===== src/include/dlx_defines.svh =====
`ifndef DLX_DEFINES_SVH
`define DLX_DEFINES_SVH

// Machine word and register file size
`define DLX_XLEN   32
`define DLX_NREGS  32

// Instruction field positions
`define DLX_OP_HI     31
`define DLX_OP_LO     26
`define DLX_RS1_HI    25
`define DLX_RS1_LO    21
`define DLX_RS2_HI    20
`define DLX_RS2_LO    16
`define DLX_RD_HI     15
`define DLX_RD_LO     11
`define DLX_FUNCT_HI  5
`define DLX_FUNCT_LO  0
`define DLX_IMM_HI    15
`define DLX_IMM_LO    0
`define DLX_JOFF_HI   25
`define DLX_JOFF_LO   0

// All-zero word, an R-type ADD into r0
`define DLX_NOP  32'h0000_0000

`endif


===== src/verilog/dlx_pkg.sv =====
`include "dlx_defines.svh"

package dlx_pkg;

    // Major opcodes of the kept instructions
    typedef enum logic [5:0] {
        OP_RTYPE = 6'h00,
        OP_J     = 6'h02,
        OP_BEQZ  = 6'h04,
        OP_BNEZ  = 6'h05,
        OP_ADDI  = 6'h08,
        OP_LW    = 6'h23,
        OP_SW    = 6'h2b
    } opcode_e;

    // R-type function codes
    typedef enum logic [5:0] {
        FN_ADD = 6'h20,
        FN_SUB = 6'h22,
        FN_AND = 6'h24,
        FN_OR  = 6'h25,
        FN_XOR = 6'h26,
        FN_SLT = 6'h2a
    } funct_e;

    typedef enum logic [2:0] {
        ALU_ADD,
        ALU_SUB,
        ALU_AND,
        ALU_OR,
        ALU_XOR,
        ALU_SLT
    } alu_op_e;

    // Operand source for the instruction in EX
    typedef enum logic [1:0] {
        FWD_REG,
        FWD_EXMEM,
        FWD_MEMWB
    } fwd_sel_e;

    typedef struct packed {
        alu_op_e alu_op;
        logic    alu_src_imm;
        logic    mem_rd;
        logic    mem_wr;
        logic    reg_wr;
        logic    branch;
        logic    branch_nz;
        logic    jump;
    } ctrl_t;

    ////////////////////////////////////////////////////////////
    // Stage registers

    typedef struct packed {
        logic [`DLX_XLEN-1:0] inc_pc;
        logic [`DLX_XLEN-1:0] instr;
        logic                 valid;
    } if_id_t;

    typedef struct packed {
        ctrl_t                ctrl;
        logic [`DLX_XLEN-1:0] inc_pc;
        logic [`DLX_XLEN-1:0] bus_a;
        logic [`DLX_XLEN-1:0] bus_b;
        logic [`DLX_XLEN-1:0] imm32;
        logic [4:0]           rs1;
        logic [4:0]           rs2;
        logic [4:0]           rd;
        logic                 valid;
    } id_ex_t;

    typedef struct packed {
        ctrl_t                ctrl;
        logic [`DLX_XLEN-1:0] inc_pc;
        logic [`DLX_XLEN-1:0] imm32;
        logic [`DLX_XLEN-1:0] alu_res;
        logic [`DLX_XLEN-1:0] store_data;
        logic                 bus_a_zero;
        logic [4:0]           rd;
        logic                 valid;
    } ex_mem_t;

    typedef struct packed {
        logic                 reg_wr;
        logic                 mem_rd;
        logic [`DLX_XLEN-1:0] alu_res;
        logic [`DLX_XLEN-1:0] mem_rd_data;
        logic [4:0]           rd;
        logic                 valid;
    } mem_wb_t;

endpackage


===== src/verilog/dlx_decode.sv =====
`timescale 1ns/1ps
`include "dlx_defines.svh"

module dlx_decode import dlx_pkg::*; (
    input  logic [`DLX_XLEN-1:0] instr,
    output ctrl_t                ctrl,
    output logic [4:0]           rs1,
    output logic [4:0]           rs2,
    output logic [4:0]           rd,
    output logic [`DLX_XLEN-1:0] imm32
);

    opcode_e              opcode;
    funct_e               funct;
    logic [`DLX_XLEN-1:0] imm_i;
    logic [`DLX_XLEN-1:0] imm_j;

    assign opcode = opcode_e'(instr[`DLX_OP_HI:`DLX_OP_LO]);
    assign funct  = funct_e'(instr[`DLX_FUNCT_HI:`DLX_FUNCT_LO]);
    assign rs1    = instr[`DLX_RS1_HI:`DLX_RS1_LO];
    assign rs2    = instr[`DLX_RS2_HI:`DLX_RS2_LO];

    // Sign extension of the 16 bit immediate and the 26 bit jump offset
    assign imm_i = {{(`DLX_XLEN-1-`DLX_IMM_HI){instr[`DLX_IMM_HI]}},
                    instr[`DLX_IMM_HI:`DLX_IMM_LO]};
    assign imm_j = {{(`DLX_XLEN-1-`DLX_JOFF_HI){instr[`DLX_JOFF_HI]}},
                    instr[`DLX_JOFF_HI:`DLX_JOFF_LO]};

    always_comb begin
        ctrl        = '0;
        ctrl.alu_op = ALU_ADD;
        imm32       = imm_i;
        // I-type writes the rs2 field
        rd          = instr[`DLX_RS2_HI:`DLX_RS2_LO];
        case (opcode)
            OP_RTYPE: begin
                rd          = instr[`DLX_RD_HI:`DLX_RD_LO];
                ctrl.reg_wr = 1'b1;
                case (funct)
                    FN_ADD:  ctrl.alu_op = ALU_ADD;
                    FN_SUB:  ctrl.alu_op = ALU_SUB;
                    FN_AND:  ctrl.alu_op = ALU_AND;
                    FN_OR:   ctrl.alu_op = ALU_OR;
                    FN_XOR:  ctrl.alu_op = ALU_XOR;
                    FN_SLT:  ctrl.alu_op = ALU_SLT;
                    // NOP word lands here as an add into r0
                    default: ctrl.alu_op = ALU_ADD;
                endcase
            end
            OP_ADDI: begin
                ctrl.alu_src_imm = 1'b1;
                ctrl.reg_wr      = 1'b1;
            end
            OP_LW: begin
                ctrl.alu_src_imm = 1'b1;
                ctrl.mem_rd      = 1'b1;
                ctrl.reg_wr      = 1'b1;
            end
            OP_SW: begin
                ctrl.alu_src_imm = 1'b1;
                ctrl.mem_wr      = 1'b1;
            end
            OP_BEQZ: ctrl.branch = 1'b1;
            OP_BNEZ: begin
                ctrl.branch    = 1'b1;
                ctrl.branch_nz = 1'b1;
            end
            OP_J: begin
                ctrl.jump = 1'b1;
                imm32     = imm_j;
            end
            // Unknown opcode stays a harmless no-op
            default: ctrl = '0;
        endcase
    end

endmodule


===== src/verilog/dlx_hazard.sv =====
`timescale 1ns/1ps

module dlx_hazard import dlx_pkg::*; (
    input  logic [4:0] id_rs1,
    input  logic [4:0] id_rs2,
    input  logic [4:0] ex_rs1,
    input  logic [4:0] ex_rs2,
    input  logic [4:0] ex_rd,
    input  logic       ex_mem_rd,
    input  logic       ex_valid,
    input  logic [4:0] mem_rd,
    input  logic       mem_reg_wr,
    input  logic [4:0] wb_rd,
    input  logic       wb_reg_wr,
    input  logic       take_branch,
    output fwd_sel_e   fwd_a,
    output fwd_sel_e   fwd_b,
    output logic       pc_enable,
    output logic       if_id_hold,
    output logic       id_ex_bubble,
    output logic       flush
);

    logic load_use;

    // Younger EX/MEM result wins over MEM/WB
    function automatic fwd_sel_e pick_src(input logic [4:0] src);
        fwd_sel_e sel;
        sel = FWD_REG;
        if (src != 5'd0) begin
            if (mem_reg_wr && (mem_rd == src)) begin
                sel = FWD_EXMEM;
            end else if (wb_reg_wr && (wb_rd == src)) begin
                sel = FWD_MEMWB;
            end
        end
        return sel;
    endfunction

    always_comb begin
        fwd_a = pick_src(ex_rs1);
        fwd_b = pick_src(ex_rs2);
    end

    // Load in EX feeding the instruction in ID
    assign load_use = ex_valid && ex_mem_rd && (ex_rd != 5'd0) &&
                      ((ex_rd == id_rs1) || (ex_rd == id_rs2));

    // Branch in MEM kills the stall along with everything younger
    assign flush        = take_branch;
    assign pc_enable    = !load_use || take_branch;
    assign if_id_hold   = !load_use || take_branch;
    assign id_ex_bubble = load_use && !take_branch;

endmodule


===== src/verilog/dlx_execute.sv =====
`timescale 1ns/1ps
`include "dlx_defines.svh"

module dlx_execute import dlx_pkg::*; (
    input  logic [`DLX_XLEN-1:0] op_a,
    input  logic [`DLX_XLEN-1:0] op_b,
    input  logic [`DLX_XLEN-1:0] imm32,
    input  ctrl_t                ctrl,
    output logic [`DLX_XLEN-1:0] alu_res,
    output logic                 a_zero
);

    logic [`DLX_XLEN-1:0] src_b;

    // Immediate forms take imm32 as second operand
    assign src_b = ctrl.alu_src_imm ? imm32 : op_b;

    always_comb begin
        case (ctrl.alu_op)
            ALU_ADD: alu_res = op_a + src_b;
            ALU_SUB: alu_res = op_a - src_b;
            ALU_AND: alu_res = op_a & src_b;
            ALU_OR:  alu_res = op_a | src_b;
            ALU_XOR: alu_res = op_a ^ src_b;
            ALU_SLT: begin
                alu_res = {{(`DLX_XLEN-1){1'b0}}, ($signed(op_a) < $signed(src_b))};
            end
            default: alu_res = op_a + src_b;
        endcase
    end

    // Zero test on rs1 for BEQZ and BNEZ
    assign a_zero = (op_a == '0);

endmodule


===== src/verilog/dlx_regfile.sv =====
`timescale 1ns/1ps
`include "dlx_defines.svh"

module dlx_regfile (
    input  logic                 clk,
    input  logic                 rst,
    input  logic [4:0]           rs1,
    input  logic [4:0]           rs2,
    input  logic [4:0]           wr_rd,
    input  logic                 wr_en,
    input  logic [`DLX_XLEN-1:0] wr_data,
    output logic [`DLX_XLEN-1:0] bus_a,
    output logic [`DLX_XLEN-1:0] bus_b
);

    logic [`DLX_XLEN-1:0] regs [`DLX_NREGS];

    always_ff @(posedge clk) begin
        if (rst) begin
            for (int i = 0; i < `DLX_NREGS; i++) begin
                regs[i] <= '0;
            end
        end else if (wr_en && (wr_rd != 5'd0)) begin
            regs[wr_rd] <= wr_data;
        end
    end

    // Write-first so ID sees the value retiring this cycle
    function automatic logic [`DLX_XLEN-1:0] read_port(input logic [4:0] idx);
        logic [`DLX_XLEN-1:0] val;
        if (idx == 5'd0) begin
            val = '0;
        end else if (wr_en && (wr_rd == idx)) begin
            val = wr_data;
        end else begin
            val = regs[idx];
        end
        return val;
    endfunction

    always_comb begin
        bus_a = read_port(rs1);
        bus_b = read_port(rs2);
    end

endmodule


===== src/verilog/dlx_pipeline.sv =====
`timescale 1ns/1ps
`include "dlx_defines.svh"

module dlx_pipeline import dlx_pkg::*; (
    input  logic                 clk,
    input  logic                 rst,
    input  logic [`DLX_XLEN-1:0] init_pc,
    output logic [`DLX_XLEN-1:0] i_addr,
    input  logic [`DLX_XLEN-1:0] instruction,
    output logic [4:0]           rs1,
    output logic [4:0]           rs2,
    input  logic [`DLX_XLEN-1:0] bus_a,
    input  logic [`DLX_XLEN-1:0] bus_b,
    output logic [`DLX_XLEN-1:0] mem_addr,
    output logic [`DLX_XLEN-1:0] mem_wr_data,
    output logic                 mem_wr,
    input  logic [`DLX_XLEN-1:0] mem_rd_data,
    output logic                 reg_wr,
    output logic [4:0]           rd,
    output logic [`DLX_XLEN-1:0] reg_wr_data
);

    logic [`DLX_XLEN-1:0] pc;
    logic [`DLX_XLEN-1:0] inc_pc;
    logic [`DLX_XLEN-1:0] target;
    if_id_t               if_id;
    id_ex_t               id_ex;
    ex_mem_t              ex_mem;
    mem_wb_t              mem_wb;
    ctrl_t                id_ctrl;
    logic [4:0]           id_rd;
    logic [`DLX_XLEN-1:0] id_imm32;
    fwd_sel_e             fwd_a;
    fwd_sel_e             fwd_b;
    logic                 pc_enable;
    logic                 if_id_hold;
    logic                 id_ex_bubble;
    logic                 flush;
    logic                 take_branch;
    logic [`DLX_XLEN-1:0] op_a;
    logic [`DLX_XLEN-1:0] op_b;
    logic [`DLX_XLEN-1:0] alu_res;
    logic                 a_zero;
    logic [`DLX_XLEN-1:0] wb_data;

    ////////////////////////////////////////////////////////////
    // IF

    assign i_addr = pc;
    assign inc_pc = pc + `DLX_XLEN'd4;

    always_ff @(posedge clk) begin
        if (rst) begin
            pc <= init_pc;
        end else if (pc_enable) begin
            pc <= take_branch ? target : inc_pc;
        end
    end

    // Flushed slot carries a NOP so decode stays quiet
    always_ff @(posedge clk) begin
        if (rst || flush) begin
            if_id <= '{inc_pc: '0, instr: `DLX_NOP, valid: 1'b0};
        end else if (if_id_hold) begin
            if_id <= '{inc_pc: inc_pc, instr: instruction, valid: 1'b1};
        end
    end

    ////////////////////////////////////////////////////////////
    // ID

    dlx_decode i_dlx_decode (
        .instr (if_id.instr),
        .ctrl  (id_ctrl),
        .rs1   (rs1),
        .rs2   (rs2),
        .rd    (id_rd),
        .imm32 (id_imm32)
    );

    dlx_hazard i_dlx_hazard (
        .id_rs1       (rs1),
        .id_rs2       (rs2),
        .ex_rs1       (id_ex.rs1),
        .ex_rs2       (id_ex.rs2),
        .ex_rd        (id_ex.rd),
        .ex_mem_rd    (id_ex.ctrl.mem_rd),
        .ex_valid     (id_ex.valid),
        .mem_rd       (ex_mem.rd),
        .mem_reg_wr   (ex_mem.valid && ex_mem.ctrl.reg_wr),
        .wb_rd        (mem_wb.rd),
        .wb_reg_wr    (reg_wr),
        .take_branch  (take_branch),
        .fwd_a        (fwd_a),
        .fwd_b        (fwd_b),
        .pc_enable    (pc_enable),
        .if_id_hold   (if_id_hold),
        .id_ex_bubble (id_ex_bubble),
        .flush        (flush)
    );

    always_ff @(posedge clk) begin
        if (rst || flush || id_ex_bubble) begin
            id_ex.valid <= 1'b0;
        end else begin
            id_ex <= '{ctrl: id_ctrl, inc_pc: if_id.inc_pc, bus_a: bus_a, bus_b: bus_b,
                       imm32: id_imm32, rs1: rs1, rs2: rs2, rd: id_rd,
                       valid: if_id.valid};
        end
    end

    ////////////////////////////////////////////////////////////
    // EX

    // Forwarding muxes
    always_comb begin
        case (fwd_a)
            FWD_EXMEM: op_a = ex_mem.alu_res;
            FWD_MEMWB: op_a = wb_data;
            default:   op_a = id_ex.bus_a;
        endcase
        case (fwd_b)
            FWD_EXMEM: op_b = ex_mem.alu_res;
            FWD_MEMWB: op_b = wb_data;
            default:   op_b = id_ex.bus_b;
        endcase
    end

    dlx_execute i_dlx_execute (
        .op_a    (op_a),
        .op_b    (op_b),
        .imm32   (id_ex.imm32),
        .ctrl    (id_ex.ctrl),
        .alu_res (alu_res),
        .a_zero  (a_zero)
    );

    always_ff @(posedge clk) begin
        if (rst || flush) begin
            ex_mem.valid <= 1'b0;
        end else begin
            ex_mem <= '{ctrl: id_ex.ctrl, inc_pc: id_ex.inc_pc, imm32: id_ex.imm32,
                        alu_res: alu_res, store_data: op_b, bus_a_zero: a_zero,
                        rd: id_ex.rd, valid: id_ex.valid};
        end
    end

    ////////////////////////////////////////////////////////////
    // MEM

    // BEQZ on zero, BNEZ on nonzero, J always
    assign take_branch = ex_mem.valid &&
                         (ex_mem.ctrl.jump ||
                          (ex_mem.ctrl.branch && (ex_mem.bus_a_zero ^ ex_mem.ctrl.branch_nz)));
    assign target      = ex_mem.inc_pc + ex_mem.imm32;

    assign mem_addr    = ex_mem.alu_res;
    assign mem_wr_data = ex_mem.store_data;
    assign mem_wr      = ex_mem.valid && ex_mem.ctrl.mem_wr;

    always_ff @(posedge clk) begin
        if (rst) begin
            mem_wb.valid <= 1'b0;
        end else begin
            mem_wb <= '{reg_wr: ex_mem.ctrl.reg_wr, mem_rd: ex_mem.ctrl.mem_rd,
                        alu_res: ex_mem.alu_res, mem_rd_data: mem_rd_data,
                        rd: ex_mem.rd, valid: ex_mem.valid};
        end
    end

    ////////////////////////////////////////////////////////////
    // WB

    assign wb_data     = mem_wb.mem_rd ? mem_wb.mem_rd_data : mem_wb.alu_res;
    assign reg_wr_data = wb_data;
    assign rd          = mem_wb.rd;
    // r0 writes never reach the retire port
    assign reg_wr      = mem_wb.valid && mem_wb.reg_wr && (mem_wb.rd != 5'd0);

endmodule


===== src/verilog/dlx_core.sv =====
`timescale 1ns/1ps
`include "dlx_defines.svh"

module dlx_core (
    input  logic                 clk,
    input  logic                 rst,
    input  logic [`DLX_XLEN-1:0] init_pc,
    output logic [`DLX_XLEN-1:0] i_addr,
    input  logic [`DLX_XLEN-1:0] instruction,
    output logic [`DLX_XLEN-1:0] mem_addr,
    output logic [`DLX_XLEN-1:0] mem_wr_data,
    output logic                 mem_wr,
    input  logic [`DLX_XLEN-1:0] mem_rd_data,
    output logic                 reg_wr,
    output logic [4:0]           rd,
    output logic [`DLX_XLEN-1:0] reg_wr_data
);

    // Register read ports between ID and the register file
    logic [4:0]           rs1;
    logic [4:0]           rs2;
    logic [`DLX_XLEN-1:0] bus_a;
    logic [`DLX_XLEN-1:0] bus_b;

    dlx_pipeline i_dlx_pipeline (
        .clk         (clk),
        .rst         (rst),
        .init_pc     (init_pc),
        .i_addr      (i_addr),
        .instruction (instruction),
        .rs1         (rs1),
        .rs2         (rs2),
        .bus_a       (bus_a),
        .bus_b       (bus_b),
        .mem_addr    (mem_addr),
        .mem_wr_data (mem_wr_data),
        .mem_wr      (mem_wr),
        .mem_rd_data (mem_rd_data),
        .reg_wr      (reg_wr),
        .rd          (rd),
        .reg_wr_data (reg_wr_data)
    );

    // Write port is the retire port
    dlx_regfile i_dlx_regfile (
        .clk     (clk),
        .rst     (rst),
        .rs1     (rs1),
        .rs2     (rs2),
        .wr_rd   (rd),
        .wr_en   (reg_wr),
        .wr_data (reg_wr_data),
        .bus_a   (bus_a),
        .bus_b   (bus_b)
    );

endmodule


===== config.mk =====
export PLATFORM = sky130hd
export DESIGN_NAME = dlx_core
export DESIGN_NICKNAME = d
export VERILOG_FILES = /design/src/verilog/dlx_pkg.sv /design/src/verilog/dlx_decode.sv /design/src/verilog/dlx_hazard.sv /design/src/verilog/dlx_execute.sv /design/src/verilog/dlx_regfile.sv /design/src/verilog/dlx_pipeline.sv /design/src/verilog/dlx_core.sv
export VERILOG_INCLUDE_DIRS = /design/src /design/src/include
export SDC_FILE = /design/constraint.sdc
export NUM_CORES = 2
export LEC_CHECK = 0
export BUFFER_PORTS_ARGS = -buffer_cell sky130_fd_sc_hd__buf_2
export CORE_ASPECT_RATIO = 1.25
export CORE_UTILIZATION = 30
export DETAILED_ROUTE_END_ITERATION = 16
export HOLD_SLACK_MARGIN = 0.12
export SYNTH_ARGS = -nofsm -noshare
export SYNTH_HDL_FRONTEND = slang
export SYNTH_SLANG_ARGS = --single-unit

===== constraint.sdc =====
create_clock -name clk -period 12.64 [get_ports clk]
set_input_delay 1.264 -clock clk [delete_from_list [all_inputs] [get_ports clk]]
set_output_delay 1.264 -clock clk [all_outputs]
set_load 0.02 [all_outputs]

=== After elaboration in Yosys (flattened, before gate mapping) ===
Memory sizes are Yosys's and may differ from the RTL's. A register that Yosys moved wholly into a read port is not among the register bits.
Cells that the tools add are included.

* Reductions and logical operators: 37
* Muxes and demuxes: 32
* Equality and inequality tests: 26
* Add/subtract/negate cells: 4
* $lt $le $gt $ge: 1
* Bitwise gates (word level): 4

{| class="wikitable"
|+ Operators with widths
! operator !! count
|-
| $mux 32 || 7
|-
| $pmux 32 s5 || 1
|-
| $pmux 32 s2 || 2
|-
| $add 32x32->32 || 2
|-
| $eq 6x6->1 const B || 7
|-
| $add 32x3->32 const B || 1
|-
| $and 32x32->32 || 1
|-
| $logic_not 32->1 || 1
|-
| $lt 32x32->1 || 1
|-
| $or 32x32->32 || 1
|-
| $reduce_or 32->1 || 1
|-
| $sub 32x32->32 || 1
|-
| $xor 32x32->32 || 1
|-
| $eq 5x5->1 || 6
|-
| $reduce_bool 5->1 || 4
|-
| $logic_and 1x1->1 || 15
|-
| $pmux 3 s5 || 1
|-
| $mux 1 || 13
|-
| $eq 6x3->1 const B || 2
|-
| $mux 2 || 6
|-
| $logic_not 5->1 || 2
|-
| $mux 5 || 2
|-
| $eq 3x2->1 const B || 2
|-
| $eq 3x3->1 const B || 2
|-
| 12 further kinds || 22
|}

* Memories: 1
* Register bits after elaboration: 400
* Output and inout port bits: 135
* Bits in writable memories: 1024

{| class="wikitable"
|+ Memories
! memory !! words !! bits a word !! read ports !! clocked after Yosys merged registers in !! write ports !! line !! RTL
|-
| i_dlx_regfile.regs || 32 || 32 || 2 || 2 || 32 || dlx_regfile.sv:16 || <nowiki>logic [`DLX_XLEN-1:0] regs [`DLX_NREGS];</nowiki>
|}

=== Depth between registers and ports, before layout ===
* Depth after elaboration: 11
* Gate-level depth with buffers: 27
* Gate-level depth less buffers: 24

=== Modules after synthesis ===
From an unflattened synthesis, not the netlist that was laid out.

* Cell total of the unflattened synthesis: 6206
* Area total of the unflattened synthesis: 81328.0 um2

{| class="wikitable"
|+ By module, submodules not included
! module !! area an instance (um2) !! cells an instance !! seq. area each (um2) !! instances
|-
| dlx_regfile || 54722.5 || 3740 || 30749.5 || 1
|-
| dlx_pipeline || 19261.0 || 1395 || 13252.7 || 1
|-
| dlx_execute || 6329.8 || 937 || 0.0 || 1
|-
| dlx_decode || 589.3 || 76 || 0.0 || 1
|-
| dlx_hazard || 425.4 || 58 || 0.0 || 1
|}

=== Worst setup path after synthesis ===
Ideal clock, no wire load.

* Path kind: in2reg
* Start: input rst
* End: register, netlist name i_dlx_pipeline.id_ex[100]
* Required time: 12117 ps
* Data arrival time: 10983 ps
* Path slack: 1134 ps
* Stages: 3
* Library setup time: 523 ps
* Cells stage by stage: clkbuf_1 nor2_1 and2_1

* Word-level cells in the longest chain between the ends: 3

{| class="wikitable"
|+ Ends and longest elaborated chain
! item !! line !! RTL
|-
| from (decl) || dlx_core.sv:6 || <nowiki>input logic rst,</nowiki>
|-
| $logic_or 1x1->1 (2 in series) || dlx_pipeline.sv:103 || <nowiki>if (rst || flush || id_ex_bubble) begin</nowiki>
|-
| $logic_not 1->1 (no line) || -- ||
|}

Every way passes these cells.
A chain may end at the register's enable or synchronous reset.

=== Final worst setup path ===
* Start: register i_dlx_pipeline.mem_wb, in the netlist i_dlx_pipeline.rd[2]
* End: register i_dlx_pipeline.ex_mem, in the netlist i_dlx_pipeline.mem_addr[30], data pin

* Word-level cells in the longest chain between the ends: 11
* Elaborated cells on any way between the ends: 25
* Those cells by class: 2 x add/sub; 6 x eq/ne; 10 x mux; 3 x bitwise; 4 x reduce/logical

{| class="wikitable"
|+ Ends and longest elaborated chain
! item !! line !! RTL
|-
| from (decl) || dlx_pipeline.sv:29 || <nowiki>mem_wb_t mem_wb;</nowiki>
|-
| from (signal assigned) || dlx_pipeline.sv:165 || <nowiki>mem_wb <= '{reg_wr: ex_mem.ctrl.reg_wr, mem_rd: ex_mem.ctrl.mem_rd,</nowiki>
|-
| $reduce_bool 5->1 || dlx_pipeline.sv:178 || <nowiki>assign reg_wr = mem_wb.valid && mem_wb.reg_wr && (mem_wb.rd != 5'd0);</nowiki>
|-
| $logic_and 1x1->1 || dlx_pipeline.sv:178 ||
|-
| $logic_and 1x1->1 || dlx_hazard.sv:33 || <nowiki>end else if (wb_reg_wr && (wb_rd == src)) begin</nowiki>
|-
| $mux 2 || dlx_hazard.sv:33 ||
|-
| $mux 2 || dlx_hazard.sv:31 || <nowiki>if (mem_reg_wr && (mem_rd == src)) begin</nowiki>
|-
| $mux 2 || dlx_hazard.sv:30 || <nowiki>if (src != 5'd0) begin</nowiki>
|-
| $eq 2x2->1 / $eq 2x1->1 (equally long branches) || dlx_pipeline.sv:122 || <nowiki>case (fwd_b)</nowiki>
|-
| $pmux 32 s2 || dlx_pipeline.sv:122 ||
|-
| $mux 32 || dlx_execute.sv:16 || <nowiki>assign src_b = ctrl.alu_src_imm ? imm32 : op_b;</nowiki>
|-
| $add 32x32->32 (tied with other cells) || dlx_execute.sv:20, dlx_execute.sv:28 ||
|-
| $pmux 32 s5 * || dlx_execute.sv:19 || <nowiki>case (ctrl.alu_op)</nowiki>
|-
| via i_dlx_pipeline.alu_res[30] || dlx_pipeline.sv:42 || <nowiki>logic [`DLX_XLEN-1:0] alu_res;</nowiki>
|-
| to (signal assigned) || dlx_pipeline.sv:142 || <nowiki>ex_mem <= '{ctrl: id_ex.ctrl, inc_pc: id_ex.inc_pc, imm32: id_ex.imm32,</nowiki>
|-
| to (decl) || dlx_pipeline.sv:28 || <nowiki>ex_mem_t ex_mem;</nowiki>
|}

The timed path passes the listed nets; every way through them passes the cells marked *.

==> impl_metrics.toml <==
[placed_design]
dpl.cell_count = 9343
io_buffers = 232
dpl_worst_slack_ns = 5.38
place.gp.congestion = 0.974
dp_hpwl_um = 180000

[floorplan]
core-area_mm2 = 0.257
dieHeight_um = 571
dieWidth_um = 457
io_pins = 233
rows = 208
die_area_mm2 = 0.261
initial_core_util_pct = 30.2

[logic_synthesis]
yosysWarnings = 0
synth_edf_count = 1408
synthCells = 6154
syn_avg_cell_area_um2 = 12.6
ys.flop_type = "edfxtp_1"
netlist_area_mm2 = 0.0777
ys_seq_area_share_pct = 56.2
async_flop_share_pct = 0
ys_ff_latch = 1476
synth_cell_types = 91

[setup_path]
crit_path_end_kind = "register"
cp.required_ns = 13.22
slowest_stage = "ha_2"
crit_buf_inv = 1
critical-path-top-delay-family = "compound AO/OA/AOI/OAI gates"
critPathMaxStageDelay_ns = 0.88
crit_chain = "nor3_1, nand2_1, nand3_1, nor4_1, ha_2, a22oi_1, nor2_1, a21oi_1, o21ai_0, ha_1, inv_1, fa_1, nor2b_1, o21ai_0, o2bb2ai_1, a211oi_4, a21oi_1, o31a_1, a311oi_2, o31ai_1, a221oi_2, nor3_1, and4bb_1"
path_class = "register to register"
worstSetupStartpointType = "register"
arrival_ns = 7.98
critPathMaxFanout = 35

[run]
max-cap-violations = 0

[global_routing]
grt_max_degree = 109
antenna_found_initial = 21
grt_pass1_vias = 54394
gr-usage-all-layers_pct = 20.8
overflow = 0
grt_pass1_wl_um = 395000

[drt]
dr_total_vias = 54312
antenna_left = 0
dr.pass1.iters = 6
drc_errors = 0
routed_wirelength_um = 278000
drtIter0Drc = 6679
wl_per_cell_um = 28.9
viasPerCell = 5.65

[cts]
cts_buffers = 159
post-cts-setup-buffers = 0
holdBufCountCts = 0
cts_resized = 0
clk_latency_ns = 0.84
cts_sinks = 1476
htreeDepth = 4
path_clk_slew_ns = 0.07
root_buffer = "clkbuf_16"
cts_tree = "done"
clockBufferDepth = 4

[final_layout]
nets = 6377
fillers = 25087
layout-drive-gt1-share_pct = 20.2
area_growth_pct = 12.9
stdcell_count = 9620

[sta]
timing.fmax_ghz = 0.135
fin_tns_setup_ns = 0
rsz0062_at_grt = "no"
maxSlewHeadroom_pct = 12.7
final_hold_viol_count = 0
worstMarginPinSlew_ns = 1.28
finalSetupViolCount = 0
skew_ns = 0.0485
finalCritPeriodShare_pct = 58.5
period_minus_slack_ns = 7.40
drv_slew = 0
timing.final.ws_setup_ns = 5.24

[power_and_ir_drop]
power_frac_comb_pct = 16.8
switching_share_pct = 28.5
p_int_uw = 9220
p_switching_uw = 3670
p_per_area_mw_per_mm2 = 147
power.share.sequential_pct = 45.8
clockPowerShare_pct = 37.4
ir_drop_mv = 0.112
cellLeakagePower_uw = 0.0316

[worst_hold_path]
min_path_type = "register to register"

[run_status]
status = "complete, no violations"
[metal layers]
metal	GRT usage [%]	wire length [um]	vias to the layer above	part of all wire, %
li1	-	-	22884	-
met1	24.9	100000	27620	36
met2	36.2	138000	3079	50
met3	3.41	25100	719	9.0
met4	10.3	15100	10	5.4
met5	0	83	-	0.030
[cells in the final DEF (no fill, tap or decap), types with 58 or more instances in the layout]
cell / netlist / final
o21ai_0: 103 / 103
ha_1: 132 / 130
buf_2: 22 / 231
edfxtp_1: 1408 / 1408
mux2_2: 67 / 67
a211oi_1: 95 / 95
dfxtp_1: 68 / 58
mux2i_1: 270 / 240
o22ai_1: 93 / 93
buf_4: 71 / 158
nor2_1: 1377 / 1376
nand2_1: 210 / 175
a21oi_1: 304 / 304
clkbuf_16: 0 / 168
inv_1: 207 / 206
xnor2_1: 82 / 82
a22oi_1: 75 / 75
mux4_2: 466 / 466
[worst reg2reg max path: cells and delay by family, from the launching register on]
kind,cells,cell delay [ns]
compound gates,11,2.81
fa+ha+maj,3,1.64
buf+inv,1,0.07
flops,1,0.71
simple gates,8,1.94
[state kept, by name (all words and copies together) (netlist names)]
name and flops:
i_dlx_regfile.regs 1024, i_dlx_pipeline.id_ex 148, i_dlx_pipeline.ex_mem 71, i_dlx_pipeline.mem_wb 67, i_dlx_pipeline.if_id 65, i_dlx_pipeline.i_addr 32
i_dlx_pipeline.mem_addr 32, i_dlx_pipeline.mem_wr_data 32, i_dlx_pipeline.rd 5
[cells in the mapped netlist, types with 26 or more instances]
| cell | n | share of area [%] |
|---|---|---|
| o21a_1 | 26 | 0.25 |
| a221oi_1 | 48 | 0.54 |
| nor3_1 | 30 | 0.19 |
| o22ai_1 | 93 | 0.75 |
| edfxtp_1 | 1408 | 54 |
| mux2_2 | 67 | 0.97 |
| a22oi_1 | 75 | 0.72 |
| xor2_1 | 39 | 0.44 |
| mux4_2 | 466 | 14 |
| ha_1 | 132 | 2.1 |
| a21oi_1 | 304 | 2.0 |
| inv_1 | 207 | 1.0 |
| mux2i_1 | 270 | 3.5 |
| buf_1 | 77 | 0.37 |
| clkbuf_1 | 425 | 2.1 |
| a21o_1 | 38 | 0.37 |
| nand2_1 | 210 | 1.0 |
| buf_4 | 71 | 0.69 |
| dfxtp_1 | 68 | 1.8 |
| o221ai_1 | 30 | 0.34 |
| xnor2_1 | 82 | 0.92 |
| nand2b_1 | 48 | 0.39 |
| a211oi_1 | 95 | 0.92 |
| nand3_1 | 28 | 0.18 |
| nor2_1 | 1377 | 6.7 |
| o21ai_0 | 103 | 0.66 |
| o211ai_1 | 37 | 0.36 |
| nor2b_1 | 28 | 0.23 |
[power by group through the flow]
stage	Sequential [uW]	Clock (uW)	Combinational (uW)
3_3_place_gp	5990	0	2130
5_1_grt	5920	5030	2290
4_1_cts	5900	4890	2140
3_5_place_dp	6000	0	2130
6_report	5900	4820	2170
2_1_floorplan	5880	0	1430
[logic make-up after synthesis]
group | Yosys count | synth area share (%)
simple gates | 1828 | 9.58
xor+xnor | 121 | 1.36
mux | 805 | 18.0
fa+ha+maj | 135 | 2.20
other cells | 1 | 0.00483
flops | 1476 | 56.2
buf+inv | 804 | 4.26
compound gates | 984 | 8.41
[area by class of cell]
cell class                 instances  area (um2)  share of cell area, %
clock buffer                     197        4310                   4.92
timing repair buffer             393        2420                   2.76
clock inverter                    74         870                  0.991
sequential                      1476       43700                   49.8
tap                             3360        4200                   4.79
antenna                            6        15.0                 0.0171
inverter                         209         790                  0.900
multi-input combinational       3905       31400                   35.8
[path summary, 6_finish.rpt]
path,startpoint,to,slack (ns),cells after the start
setup / recovery,i_dlx_pipeline.rd[2]$_DFFE_PN_,i_dlx_pipeline.mem_addr[30]$_DFFE_PN_,5.24,23
hold / removal,i_dlx_pipeline.id_ex[124]$_DFFE_PN_,i_dlx_pipeline.ex_mem[115]$_DFFE_PN_,0.42,0
setup reg to reg,i_dlx_pipeline.rd[2]$_DFFE_PN_,i_dlx_pipeline.mem_addr[30]$_DFFE_PN_,5.24,23
hold reg to reg,i_dlx_pipeline.id_ex[124]$_DFFE_PN_,i_dlx_pipeline.ex_mem[115]$_DFFE_PN_,0.42,0
[metrics by stage]
| step | power, uW | hold slack (ns) | cell area, um2 | utilization, % |
|---|---|---|---|---|
| 2_1_floorplan | 7310 | 0.400 | 77800 | - |
| 3_3_place_gp | 8110 | 0.401 | 82500 | 32.1 |
| 3_5_place_dp | 8130 | 0.405 | 82500 | 32.1 |
| 4_1_cts | 12900 | 0.419 | 87700 | 34.1 |
| 5_1_grt | 13300 | 0.420 | 87700 | 34.1 |
| 6_report | 12900 | 0.417 | 87700 | 34.1 |
(Power assumes the default switching activity.)
